`src/source/stq_pkg.sv`:
```
package stq_pkg;

  localparam int STQ_ENTRIES    = 8;
  localparam int STQ_IDX_W      = 3;
  localparam int STQ_WR_CREDITS = 2;
  localparam int STQ_CNT_W      = STQ_IDX_W + 1;  // occupancy 0..STQ_ENTRIES
  localparam int STQ_CRD_W      = $clog2(STQ_WR_CREDITS + 1);

  typedef logic [STQ_IDX_W-1:0] idx_t;
  typedef logic [5:0]           cmt_id_t;
  typedef logic [31:0]          paddr_t;
  typedef logic [63:0]          dword_t;
  typedef logic [7:0]           be_t;

  typedef enum logic [1:0] {
    SZ_B,
    SZ_H,
    SZ_W,
    SZ_D
  } st_size_t;

  typedef enum logic [2:0] {
    STQ_FREE,
    STQ_WAIT_OPS,     // address and/or data still missing
    STQ_WAIT_COMMIT,
    STQ_COMMITTED,
    STQ_DRAINING,
    STQ_DEAD
  } stq_state_t;

  typedef struct packed {
    logic    valid;
    cmt_id_t cmt_id;
  } disp_req_t;

  typedef struct packed {
    logic     valid;
    idx_t     idx;
    paddr_t   paddr;
    st_size_t size;
  } addr_upd_t;

  typedef struct packed {
    logic   valid;
    idx_t   idx;
    dword_t data;  // raw, right aligned
  } data_upd_t;

  typedef struct packed {
    logic    valid;
    cmt_id_t cmt_id;
    logic    flush;
  } commit_t;

  typedef struct packed {
    paddr_t paddr;  // dword aligned
    be_t    be;
    dword_t data;   // already in its byte lanes
  } st_wr_t;

  typedef struct packed {
    logic   valid;
    be_t    be;
    dword_t data;
  } snp_resp_t;

  function automatic be_t gen_be(st_size_t size, logic [2:0] off);
    be_t mask;
    case (size)
      SZ_B:    mask = 8'h01;
      SZ_H:    mask = 8'h03;
      SZ_W:    mask = 8'h0f;
      default: mask = 8'hff;
    endcase
    return be_t'(mask << off);
  endfunction

  function automatic dword_t align_data(dword_t data, logic [2:0] off);
    return data << {off, 3'b000};  // byte offset to bit shift
  endfunction

endpackage

```
`src/source/stq_entry.sv`:
```
`timescale 1ns/1ps

module stq_entry
  import stq_pkg::*;
(
  input  logic       i_clk,
  input  logic       i_reset_n,
  input  idx_t       i_idx,
  input  logic       i_load,
  input  disp_req_t  i_disp,
  input  addr_upd_t  i_addr_upd,
  input  data_upd_t  i_data_upd,
  input  commit_t    i_commit,
  input  logic       i_head,
  input  logic       i_drain_go,
  input  logic       i_snp_valid,
  input  paddr_t     i_snp_paddr,
  output stq_state_t o_state,
  output st_wr_t     o_wr,
  output be_t        o_snp_be,
  output dword_t     o_snp_data
);

  stq_state_t r_state;
  stq_state_t w_state_next;

  cmt_id_t  r_cmt_id;
  paddr_t   r_paddr;
  st_size_t r_size;
  dword_t   r_data;
  logic     r_addr_v;
  logic     r_data_v;
  logic     r_cmted;

  logic w_load;
  logic w_waiting;
  logic w_addr_hit;
  logic w_data_hit;
  logic w_cmt_hit;
  logic w_kill;
  logic w_snp_hit;

  assign w_load    = i_load && i_disp.valid && (r_state == STQ_FREE);
  assign w_waiting = (r_state == STQ_WAIT_OPS) || (r_state == STQ_WAIT_COMMIT);

  // operand updates only land while the slot is still collecting them
  assign w_addr_hit = i_addr_upd.valid && (i_addr_upd.idx == i_idx) &&
                      (r_state == STQ_WAIT_OPS);
  assign w_data_hit = i_data_upd.valid && (i_data_upd.idx == i_idx) &&
                      (r_state == STQ_WAIT_OPS);

  assign w_cmt_hit = i_commit.valid && (i_commit.cmt_id == r_cmt_id) && w_waiting;

  // a commit arriving with the flush still protects this slot
  assign w_kill = i_commit.flush && w_waiting && !r_cmted && !w_cmt_hit;

  always_comb begin
    w_state_next = r_state;
    case (r_state)
      STQ_FREE: begin
        if (w_load) begin
          w_state_next = STQ_WAIT_OPS;
        end
      end
      STQ_WAIT_OPS: begin
        if (w_kill) begin
          w_state_next = STQ_DEAD;
        end else if (r_addr_v && r_data_v) begin
          w_state_next = STQ_WAIT_COMMIT;
        end
      end
      STQ_WAIT_COMMIT: begin
        if (w_kill) begin
          w_state_next = STQ_DEAD;
        end else if (r_cmted) begin
          w_state_next = STQ_COMMITTED;
        end
      end
      STQ_COMMITTED: begin
        if (i_head && i_drain_go) begin
          w_state_next = STQ_DRAINING;
        end
      end
      STQ_DRAINING: begin
        w_state_next = STQ_FREE;  // write goes out on this edge
      end
      STQ_DEAD: begin
        if (i_head) begin
          w_state_next = STQ_FREE;  // retired without a write
        end
      end
      default: begin
        w_state_next = STQ_FREE;
      end
    endcase
  end

  always_ff @(posedge i_clk or negedge i_reset_n) begin
    if (!i_reset_n) begin
      r_state  <= STQ_FREE;
      r_addr_v <= 1'b0;
      r_data_v <= 1'b0;
      r_cmted  <= 1'b0;
    end else begin
      r_state <= w_state_next;
      if (r_state == STQ_FREE) begin  // clean flags for the next store
        r_addr_v <= 1'b0;
        r_data_v <= 1'b0;
        r_cmted  <= 1'b0;
      end else begin
        if (w_addr_hit) begin
          r_addr_v <= 1'b1;
        end
        if (w_data_hit) begin
          r_data_v <= 1'b1;
        end
        if (w_cmt_hit) begin
          r_cmted <= 1'b1;
        end
      end
    end
  end

  always_ff @(posedge i_clk) begin
    if (w_load) begin
      r_cmt_id <= i_disp.cmt_id;
    end
    if (w_addr_hit) begin
      r_paddr <= i_addr_upd.paddr;
      r_size  <= i_addr_upd.size;
    end
    if (w_data_hit) begin
      r_data <= i_data_upd.data;
    end
  end

  assign o_state = r_state;

  assign o_wr = '{paddr: {r_paddr[$bits(paddr_t)-1:3], 3'b000},
                  be:    gen_be(r_size, r_paddr[2:0]),
                  data:  align_data(r_data, r_paddr[2:0])};

  // only stores past commit are visible to loads
  assign w_snp_hit = i_snp_valid &&
                     ((r_state == STQ_COMMITTED) || (r_state == STQ_DRAINING)) &&
                     (r_paddr[$bits(paddr_t)-1:3] == i_snp_paddr[$bits(paddr_t)-1:3]);

  assign o_snp_be   = w_snp_hit ? o_wr.be : '0;
  assign o_snp_data = w_snp_hit ? o_wr.data : '0;

endmodule

```
`src/source/stq_ptr_ctrl.sv`:
```
`timescale 1ns/1ps

module stq_ptr_ctrl
  import stq_pkg::*;
(
  input  logic                   i_clk,
  input  logic                   i_reset_n,
  input  disp_req_t              i_disp,
  input  stq_state_t             i_states [STQ_ENTRIES],
  input  st_wr_t                 i_wrs [STQ_ENTRIES],
  input  logic                   i_wr_credit,
  output logic                   o_disp_ready,
  output idx_t                   o_disp_idx,
  output logic [STQ_ENTRIES-1:0] o_load_oh,
  output logic [STQ_ENTRIES-1:0] o_head_oh,
  output logic                   o_drain_go,
  output idx_t                   o_head_idx,
  output logic                   o_wr_valid,
  output st_wr_t                 o_wr
);

  idx_t                 r_alloc_ptr;
  idx_t                 r_out_ptr;
  logic [STQ_CNT_W-1:0] r_count;
  logic [STQ_CRD_W-1:0] r_credits;

  stq_state_t w_head_state;
  logic       w_accept;
  logic       w_send;
  logic       w_release;

  assign o_disp_ready = (r_count != STQ_CNT_W'(STQ_ENTRIES));
  assign o_disp_idx   = r_alloc_ptr;
  assign o_head_idx   = r_out_ptr;
  assign w_accept     = i_disp.valid && o_disp_ready;

  assign w_head_state = i_states[r_out_ptr];

  // credit is taken when the head is picked, one slot in flight at most
  assign o_drain_go = (w_head_state == STQ_COMMITTED) && (r_credits != '0);
  assign w_send     = (w_head_state == STQ_DRAINING);
  assign w_release  = w_send || (w_head_state == STQ_DEAD);

  always_comb begin
    for (int i = 0; i < STQ_ENTRIES; i++) begin
      o_load_oh[i] = w_accept && (r_alloc_ptr == idx_t'(i));
      o_head_oh[i] = (r_out_ptr == idx_t'(i));
    end
  end

  always_ff @(posedge i_clk or negedge i_reset_n) begin
    if (!i_reset_n) begin
      r_alloc_ptr <= '0;
      r_out_ptr   <= '0;
      r_count     <= '0;
      r_credits   <= STQ_CRD_W'(STQ_WR_CREDITS);
      o_wr_valid  <= 1'b0;
    end else begin
      o_wr_valid <= w_send;
      if (w_accept) begin
        r_alloc_ptr <= r_alloc_ptr + 1'b1;  // wraps at STQ_ENTRIES
      end
      if (w_release) begin
        r_out_ptr <= r_out_ptr + 1'b1;
      end

      case ({w_accept, w_release})
        2'b10:   r_count <= r_count + 1'b1;
        2'b01:   r_count <= r_count - 1'b1;
        default: r_count <= r_count;
      endcase

      // send and returned credit together cancel out
      case ({o_drain_go, i_wr_credit})
        2'b10:   r_credits <= r_credits - 1'b1;
        2'b01:   r_credits <= r_credits + 1'b1;
        default: r_credits <= r_credits;
      endcase
    end
  end

  always_ff @(posedge i_clk) begin
    if (w_send) begin
      o_wr <= i_wrs[r_out_ptr];
    end
  end

endmodule

```
`src/source/stq_snoop_merge.sv`:
```
`timescale 1ns/1ps

module stq_snoop_merge
  import stq_pkg::*;
(
  input  logic      i_clk,
  input  logic      i_reset_n,
  input  logic      i_snp_valid,
  input  idx_t      i_head_idx,
  input  be_t       i_be [STQ_ENTRIES],
  input  dword_t    i_data [STQ_ENTRIES],
  output snp_resp_t o_snp
);

  idx_t   w_slot;
  be_t    w_be;
  dword_t w_data;

  logic   r_valid;
  be_t    r_be;
  dword_t r_data;

  // oldest first so a younger store overwrites the bytes before it
  always_comb begin
    w_be   = '0;
    w_data = '0;
    w_slot = i_head_idx;
    for (int k = 0; k < STQ_ENTRIES; k++) begin
      w_slot = idx_t'(i_head_idx + k);  // wraps around the ring
      for (int b = 0; b < $bits(be_t); b++) begin
        if (i_be[w_slot][b]) begin
          w_be[b]          = 1'b1;
          w_data[b*8 +: 8] = i_data[w_slot][b*8 +: 8];
        end
      end
    end
  end

  always_ff @(posedge i_clk or negedge i_reset_n) begin
    if (!i_reset_n) begin
      r_valid <= 1'b0;
    end else begin
      r_valid <= i_snp_valid;
    end
  end

  always_ff @(posedge i_clk) begin
    r_be   <= w_be;  // zero when nothing matched
    r_data <= w_data;
  end

  assign o_snp = '{valid: r_valid, be: r_be, data: r_data};

endmodule

```
`src/source/stq_top.sv`:
```
`timescale 1ns/1ps

module stq_top
  import stq_pkg::*;
(
  input  logic      i_clk,
  input  logic      i_reset_n,
  input  disp_req_t i_disp,
  input  addr_upd_t i_addr_upd,
  input  data_upd_t i_data_upd,
  input  commit_t   i_commit,
  input  logic      i_wr_credit,
  input  logic      i_snp_valid,
  input  paddr_t    i_snp_paddr,
  output logic      o_disp_ready,
  output idx_t      o_disp_idx,
  output logic      o_wr_valid,
  output st_wr_t    o_wr,
  output snp_resp_t o_snp
);

  stq_state_t             w_states [STQ_ENTRIES];
  st_wr_t                 w_wrs [STQ_ENTRIES];
  be_t                    w_snp_be [STQ_ENTRIES];
  dword_t                 w_snp_data [STQ_ENTRIES];
  logic [STQ_ENTRIES-1:0] w_load_oh;
  logic [STQ_ENTRIES-1:0] w_head_oh;
  logic                   w_drain_go;
  idx_t                   w_head_idx;

  for (genvar g = 0; g < STQ_ENTRIES; g++) begin : g_entry
    stq_entry entry_i (
      .i_clk       (i_clk),
      .i_reset_n   (i_reset_n),
      .i_idx       (idx_t'(g)),
      .i_load      (w_load_oh[g]),
      .i_disp      (i_disp),
      .i_addr_upd  (i_addr_upd),
      .i_data_upd  (i_data_upd),
      .i_commit    (i_commit),
      .i_head      (w_head_oh[g]),
      .i_drain_go  (w_drain_go),
      .i_snp_valid (i_snp_valid),
      .i_snp_paddr (i_snp_paddr),
      .o_state     (w_states[g]),
      .o_wr        (w_wrs[g]),
      .o_snp_be    (w_snp_be[g]),
      .o_snp_data  (w_snp_data[g])
    );
  end

  stq_ptr_ctrl ptr_ctrl_i (
    .i_clk        (i_clk),
    .i_reset_n    (i_reset_n),
    .i_disp       (i_disp),
    .i_states     (w_states),
    .i_wrs        (w_wrs),
    .i_wr_credit  (i_wr_credit),
    .o_disp_ready (o_disp_ready),
    .o_disp_idx   (o_disp_idx),
    .o_load_oh    (w_load_oh),
    .o_head_oh    (w_head_oh),
    .o_drain_go   (w_drain_go),
    .o_head_idx   (w_head_idx),
    .o_wr_valid   (o_wr_valid),
    .o_wr         (o_wr)
  );

  stq_snoop_merge snoop_merge_i (
    .i_clk       (i_clk),
    .i_reset_n   (i_reset_n),
    .i_snp_valid (i_snp_valid),
    .i_head_idx  (w_head_idx),
    .i_be        (w_snp_be),
    .i_data      (w_snp_data),
    .o_snp       (o_snp)
  );

endmodule

```
`config.mk`:
```
export PLATFORM = sky130hd
export DESIGN_NAME = stq_top
export DESIGN_NICKNAME = d
export VERILOG_FILES = /design/src/source/stq_pkg.sv /design/src/source/stq_entry.sv /design/src/source/stq_ptr_ctrl.sv /design/src/source/stq_snoop_merge.sv /design/src/source/stq_top.sv
export SDC_FILE = /design/constraint.sdc
export NUM_CORES = 2
export LEC_CHECK = 0
export BUFFER_PORTS_ARGS = -buffer_cell sky130_fd_sc_hd__buf_2
export CAP_MARGIN = 20
export CELL_PAD_IN_SITES_DETAIL_PLACEMENT = 0
export CELL_PAD_IN_SITES_GLOBAL_PLACEMENT = 1
export CORE_UTILIZATION = 56
export DETAILED_ROUTE_END_ITERATION = 8
export PLACE_DENSITY = 0.86
export REMOVE_ABC_BUFFERS = 1
export SLEW_MARGIN = 20
export SYNTH_ARGS = -nofsm -noshare
export SYNTH_HDL_FRONTEND = slang
export SYNTH_HIERARCHICAL = 1
export SYNTH_SLANG_ARGS = --single-unit
```
`constraint.sdc`:
```
create_clock -name i_clk -period 27.2 [get_ports i_clk]
set_clock_uncertainty 0.15 [all_clocks]
set_input_delay 1.36 -clock i_clk [delete_from_list [all_inputs] [get_ports i_clk]]
set_output_delay 1.36 -clock i_clk [all_outputs]
set_load 0.01 [all_outputs]
```
Word level (Yosys, flattened, before mapping)
Cells that the tools add are included.
- bits in registers: 1070
- latch bits: 0
- bits in writable memories: 0
- memory bits (read-only): 0
- input bits: 157
- output and inout bits: 182
- logic and storage cells: 765
- memories kept: 0
- add/sub/neg operators: 13
- multipliers: 0
- div/mod/pow operators: 0
- order comparisons: 8
- eq/ne operators: 148
- shift-type cells: 16
- mux-type cells: 264
- bitwise gates (word level): 8
- reduce and logical (&&, ||, !) cells: 226
- operator list (operator ; number):
    $bmux 64 s3 ; 8
    $mux 64 ; 24
    $mux 8 ; 88
    $shl 64x6->64 ; 8
    $bmux 104 s3 ; 1
    $eq 29x29->1 ; 8
    $mux 104 ; 2
    $bmux 8 s3 ; 8
    $pmux 8 s3 ; 8
    $mux 3 ; 58
    $logic_and 1x1->1 ; 130
    $pmux 3 s5 ; 8
    $eq 3x3->1 const B ; 34
    $eq 3x2->1 const B ; 25
    $shl 8x3->8 ; 8
    $mux 1 ; 56
    $reduce_or 7->1 ; 8
    $reduce_bool 2->1 ; 27
    $eq 6x6->1 ; 8
    $ne 2x1->1 const B ; 24
    $reduce_and 5->1 ; 8
    $eq 3x1->1 const B ; 12
    $logic_not 3->1 ; 12
    $ge 4x4->1 const B ; 8
    other kinds (19) ; 102

Logic depth before layout (Yosys ltp)
- word-level depth: 16
- depth in mapped cells: 19

By module
The synthesis kept the hierarchy.
- by module, submodules not included (module ; instances ; cells each ; area each (µm²) ; sequential area each (µm²)):
    stq_entry at g_entry[1].entry_i ... ; 7 ; 602 ; 6466.2 ; 3273.1
    stq_snoop_merge ; 1 ; 2772 ; 27657.8 ; 1466.4
    stq_ptr_ctrl ; 1 ; 792 ; 10363.7 ; 3449.6
    stq_entry at g_entry[0].entry_i ; 1 ; 627 ; 6797.8 ; 3273.1
    stq_top ; 1 ; 2 ; 7.5 ; 0.0

Worst setup path after synthesis
Ideal clock, no wire load.
- kind: reg2reg
- start: register ptr_ctrl_i.r_out_ptr[0] (netlist: ptr_ctrl_i/o_head_idx[0])
- end: register ptr_ctrl_i.o_wr_valid
- arrival time: 8489 ps
- slack: 17709 ps
- stages on the path, launching flop included: 5
- buffers on the path: 1
- period minus slack after synthesis: 9491 ps
- cell sequence: dfrtp_1 > buf_6 > mux4_2 > mux2_4 > nor3_1
- longest elaborated chain between the ends: 5
- ends and longest elaborated chain (element ; RTL line ; RTL):
    from (decl) ; stq_ptr_ctrl.sv:23 ; idx_t r_out_ptr;
    from (signal assigned) ; stq_ptr_ctrl.sv:64 ; r_out_ptr <= r_out_ptr + 1'b1;
    $not 3->4 (not written as such) ; stq_ptr_ctrl.sv:37 ; assign w_head_state = i_states[r_out_ptr];
    $bmux 3 s3 ; stq_ptr_ctrl.sv:37 ;
    $mux 3 (not written as such) (2 in a row) ; stq_ptr_ctrl.sv:37 ;
    $eq 3x3->1 ; stq_ptr_ctrl.sv:41 ; assign w_send = (w_head_state == STQ_DRAINING);
    named net ptr_ctrl_i.w_send ; stq_ptr_ctrl.sv:29 ; logic w_send;
    to (signal assigned) ; stq_ptr_ctrl.sv:59 ; o_wr_valid <= w_send;
    to (decl) ; stq_ptr_ctrl.sv:18 ; output logic o_wr_valid,
The timed path passes the listed nets, and every way through them passes these cells. The select of a mux whose other input is x is not followed.
A chain may end at the register's enable or synchronous reset.

==> qor.yml <==
hold_path:
  whs_endpoint: "g_entry[1].entry_i/r_data_v$_DFFE_PN0P_"
  worstHoldPathCells: 1
  hold_start: "g_entry[1].entry_i/r_data_v$_DFFE_PN0P_"
  hold_class: "reg2reg"
clock_tree:
  numClockSinks: 1070
  cts_root_buffer: "clkbuf_16"
  cts_setup_buffers: 0
  cts_buffers: 115
  htreeDepth: 3
  clock_path_buffers: 3
  clock_latency_ps: 800
  post_cts_resized: 0
  clk_pin_slew_worst_paths_ps: 60
  cts_tree: "yes"
  hold_buffers: 0
setup_path:
  crit_type: "in2reg"
  arrival_ps: 6780
  path_max_fanout: 28
  startpoint_type: "primary input"
  r2r_setup_slack_ps: 20950
  required_ps: 27650
  timing.rr.start: "g_entry[0].entry_i/o_state[1]$_DFFE_PN0P_"
  end_kind: "flop"
  reg2reg_to: "snoop_merge_i/r_data[19]$_DFF_P_"
  ff2ff_path_depth: 12
layout:
  final_common_cell: "edfxtp_1"
  fin_area_sq_um: 95320
  syn_to_final_growth_pct: 5.801
  regArea_sq_um: 31110
  most-common-layout-cells: "edfxtp_1, mux4_2, nand2_1"
  nNetsFinal: 8303
  fillers: 12940
  multiInputGateArea_sq_um: 53170
  drive_above_1_share_pct: 24.13
  post-route-util_pct: 59.91
drt:
  route.detailed.drc: 0
  via_count: 76660
  drt_pass1_iterations: 9
  drt_iter0_drc: 12150
  route.detailed.wl_per_inst_um: 35.39
  ant_nets: 0
  vias_per_cell: 7.369
  finalWirelength_um: 368200
timing:
  whs_ps: 317.9
  period_share_pct: 23.27
  slew_viol_final: 0
  tightest_slew_ps: 1362
  slew_headroom_pct: 9.105
  rsz0062_at_grt: "false"
  hold_viol: 0
  fmax_mhz: 158.0
  min_period_ps: 6329
  setup_violations: 0
flow_run:
  max_cap_viol_count: 0
placement:
  dpl_cell_area_sq_um: 91000
  place_congestion: 1.042
  hpwl_um: 260900
  port-buffer-count: 335
floorplan:
  die_area_sq_um: 162500
  die_h_um: 403.1
  core-area_sq_um: 159100
  io_pins: 339
  fp.dieW_um: 403.1
  start_util_pct: 56.62
  row_count: 146
logic_synthesis:
  ys_seq_area_share_pct: 34.52
  synthArstFlopShare_pct: 5.794
  synth_edf_count: 936
  synth_cell_types: 88
  synth_ff_type: "edfxtp_1"
  synth_cells: 8407
  syn_avg_cell_area_sq_um: 10.72
  ys_warn_count: 6
  netlist_area_sq_um: 90090
  ys_ff_latch: 1070
grt:
  gr-usage-all-layers_pct: 44.18
  grt_pass1_vias: 71930
  grt_pass1_wl_um: 511400
  grt_max_degree: 137
  gr-total-overflow: 0
  antenna_found_initial: 49
outcome:
  status: "finished, final reports clean"
power_and_ir_drop:
  max-vdd-ir-drop_v: 0.00009151
  p_per_area_nw_per_um2: 77.51
  cellLeakagePower_uw: 0.03282
## layout make-up
type	instances	share of cell area [%]
multi-input combinational	6233	55.78
clock inverter	94	1.336
timing repair buffer	528	3.563
sequential	1070	32.64
tap	2146	2.817
inverter	179	0.7154
antenna	27	0.07088
clock buffer	126	3.073
## cells by family after synthesis
group | Yosys count | share of synthesized area [%]
AND/OR/NAND/NOR | 2913 | 15.91
adder cells (fa/ha/maj) | 19 | 0.2722
XOR/XNOR | 350 | 3.419
flip-flops | 1070 | 34.52
AO/OA/AOI/OAI | 1247 | 9.119
multiplexers | 1632 | 29.68
buffers and inverters | 1166 | 7.030
other | 10 | 0.04167
## worst max-delay path: stages
cell and delay (ps):
buf_2 180, xor2_1 180, nor4_1 740, nand4_1 240, or4_4 830, buf_4 470
nor2b_1 360, mux4_2 600, mux2i_1 250, buf_4 250, nand3_1 420, nor2_1 120
a221oi_2 700
## state kept, by name (all words and copies together) (netlist names), 16 cells and up
| name | cells |
|---|---|
| g_entry.entry_i/r_data | 512 |
| g_entry.entry_i/r_paddr | 256 |
| ptr_ctrl_i/o_wr | 104 |
| snoop_merge_i/r_data | 64 |
| g_entry.entry_i/r_cmt_id | 48 |
| g_entry.entry_i/o_state | 24 |
| g_entry.entry_i/r_size | 16 |
## per-stage QoR
step / setup slack, ps / total power (uW) / TNS [ps] / instances
6_report: 20870 / 7388 / 0 / 10400
5_1_grt: 20940 / 7598 / 0 / 10380
4_1_cts: 21070 / 7314 / 0 / 10370
3_5_place_dp: 20490 / 5588 / 0 / 10150
3_3_place_gp: 20450 / 5534 / 0 / 10150
2_1_floorplan: -14470 / 5819 / -2384720 / 7482
## layer usage
metal,share of wire [%],GRT usage (%)
met1,33,53.58
met2,44,66.04
met4,9.2,33.70
met5,0.072,0
met3,14,13.68
## worst max path at each step
| stage | slack, ps | endpoint | from |
|---|---|---|---|
| after floorplan | -14470 | snoop_merge_i/r_data[2]$_DFF_P_ | ptr_ctrl_i/o_head_idx[0]$_DFFE_PN0N_ |
| after global placement | 20450 | snoop_merge_i/r_data[36]$_DFF_P_ | i_snp_paddr[30] |
| after detailed placement | 20490 | snoop_merge_i/r_data[19]$_DFF_P_ | i_snp_paddr[4] |
| after CTS | 21070 | snoop_merge_i/r_be[6]$_SDFF_PP1_ | ptr_ctrl_i/o_head_idx[0]$_DFFE_PN0N_ |
| after global routing | 20940 | snoop_merge_i/r_data[59]$_DFF_P_ | ptr_ctrl_i/o_head_idx[0]$_DFFE_PN0N_ |
| final | 20870 | snoop_merge_i/r_data[19]$_DFF_P_ | i_snp_paddr[4] |
## power breakdown
group / switching, uW / total (uW) / internal, uW
registers: 132 / 2170 / 2030
clock network: 736 / 1750 / 1010
logic: 2250 / 3480 / 1220
total: 3120 / 7390 / 4270
## Yosys cell counts, drive strengths merged, types with 12 or more instances
library cell | count | area, sq um
o21a | 18 | 135.1
o211ai | 23 | 172.7
clkbuf | 284 | 1080
a211o | 12 | 105.1
edfxtp | 936 | 28110
nor2 | 724 | 2743
nand3b | 48 | 360.4
nor2b | 334 | 2090
a211oi | 124 | 930.9
xor2 | 214 | 1874
o21ai | 177 | 885.8
inv | 179 | 679.4
buf | 701 | 4557
o2111ai | 57 | 499.2
dfrtp | 61 | 1526
or2 | 16 | 100.1
and2 | 51 | 319.1
nand2b | 21 | 131.4
a21o | 21 | 157.7
a32o | 15 | 151.4
a31o | 56 | 490.5
mux2i | 619 | 6242
and3 | 18 | 112.6
o32ai | 65 | 569.3
o31ai | 20 | 150.1
mux2 | 212 | 2447
nor4 | 63 | 394.1
dfxtp | 72 | 1441
nor3b | 67 | 503.0
nor3 | 346 | 2212
o22ai | 22 | 137.6
mux4 | 801 | 18050
nand3 | 335 | 1677
xnor2 | 136 | 1206
a21oi | 413 | 2067
a221oi | 12 | 167.7
a31oi | 138 | 863.3
or3 | 25 | 156.4
nand4 | 53 | 331.6
nand2 | 778 | 2920
o311ai | 23 | 201.5
ha | 18 | 225.2
No activity file was read; power rests on OpenSTA's default activity.
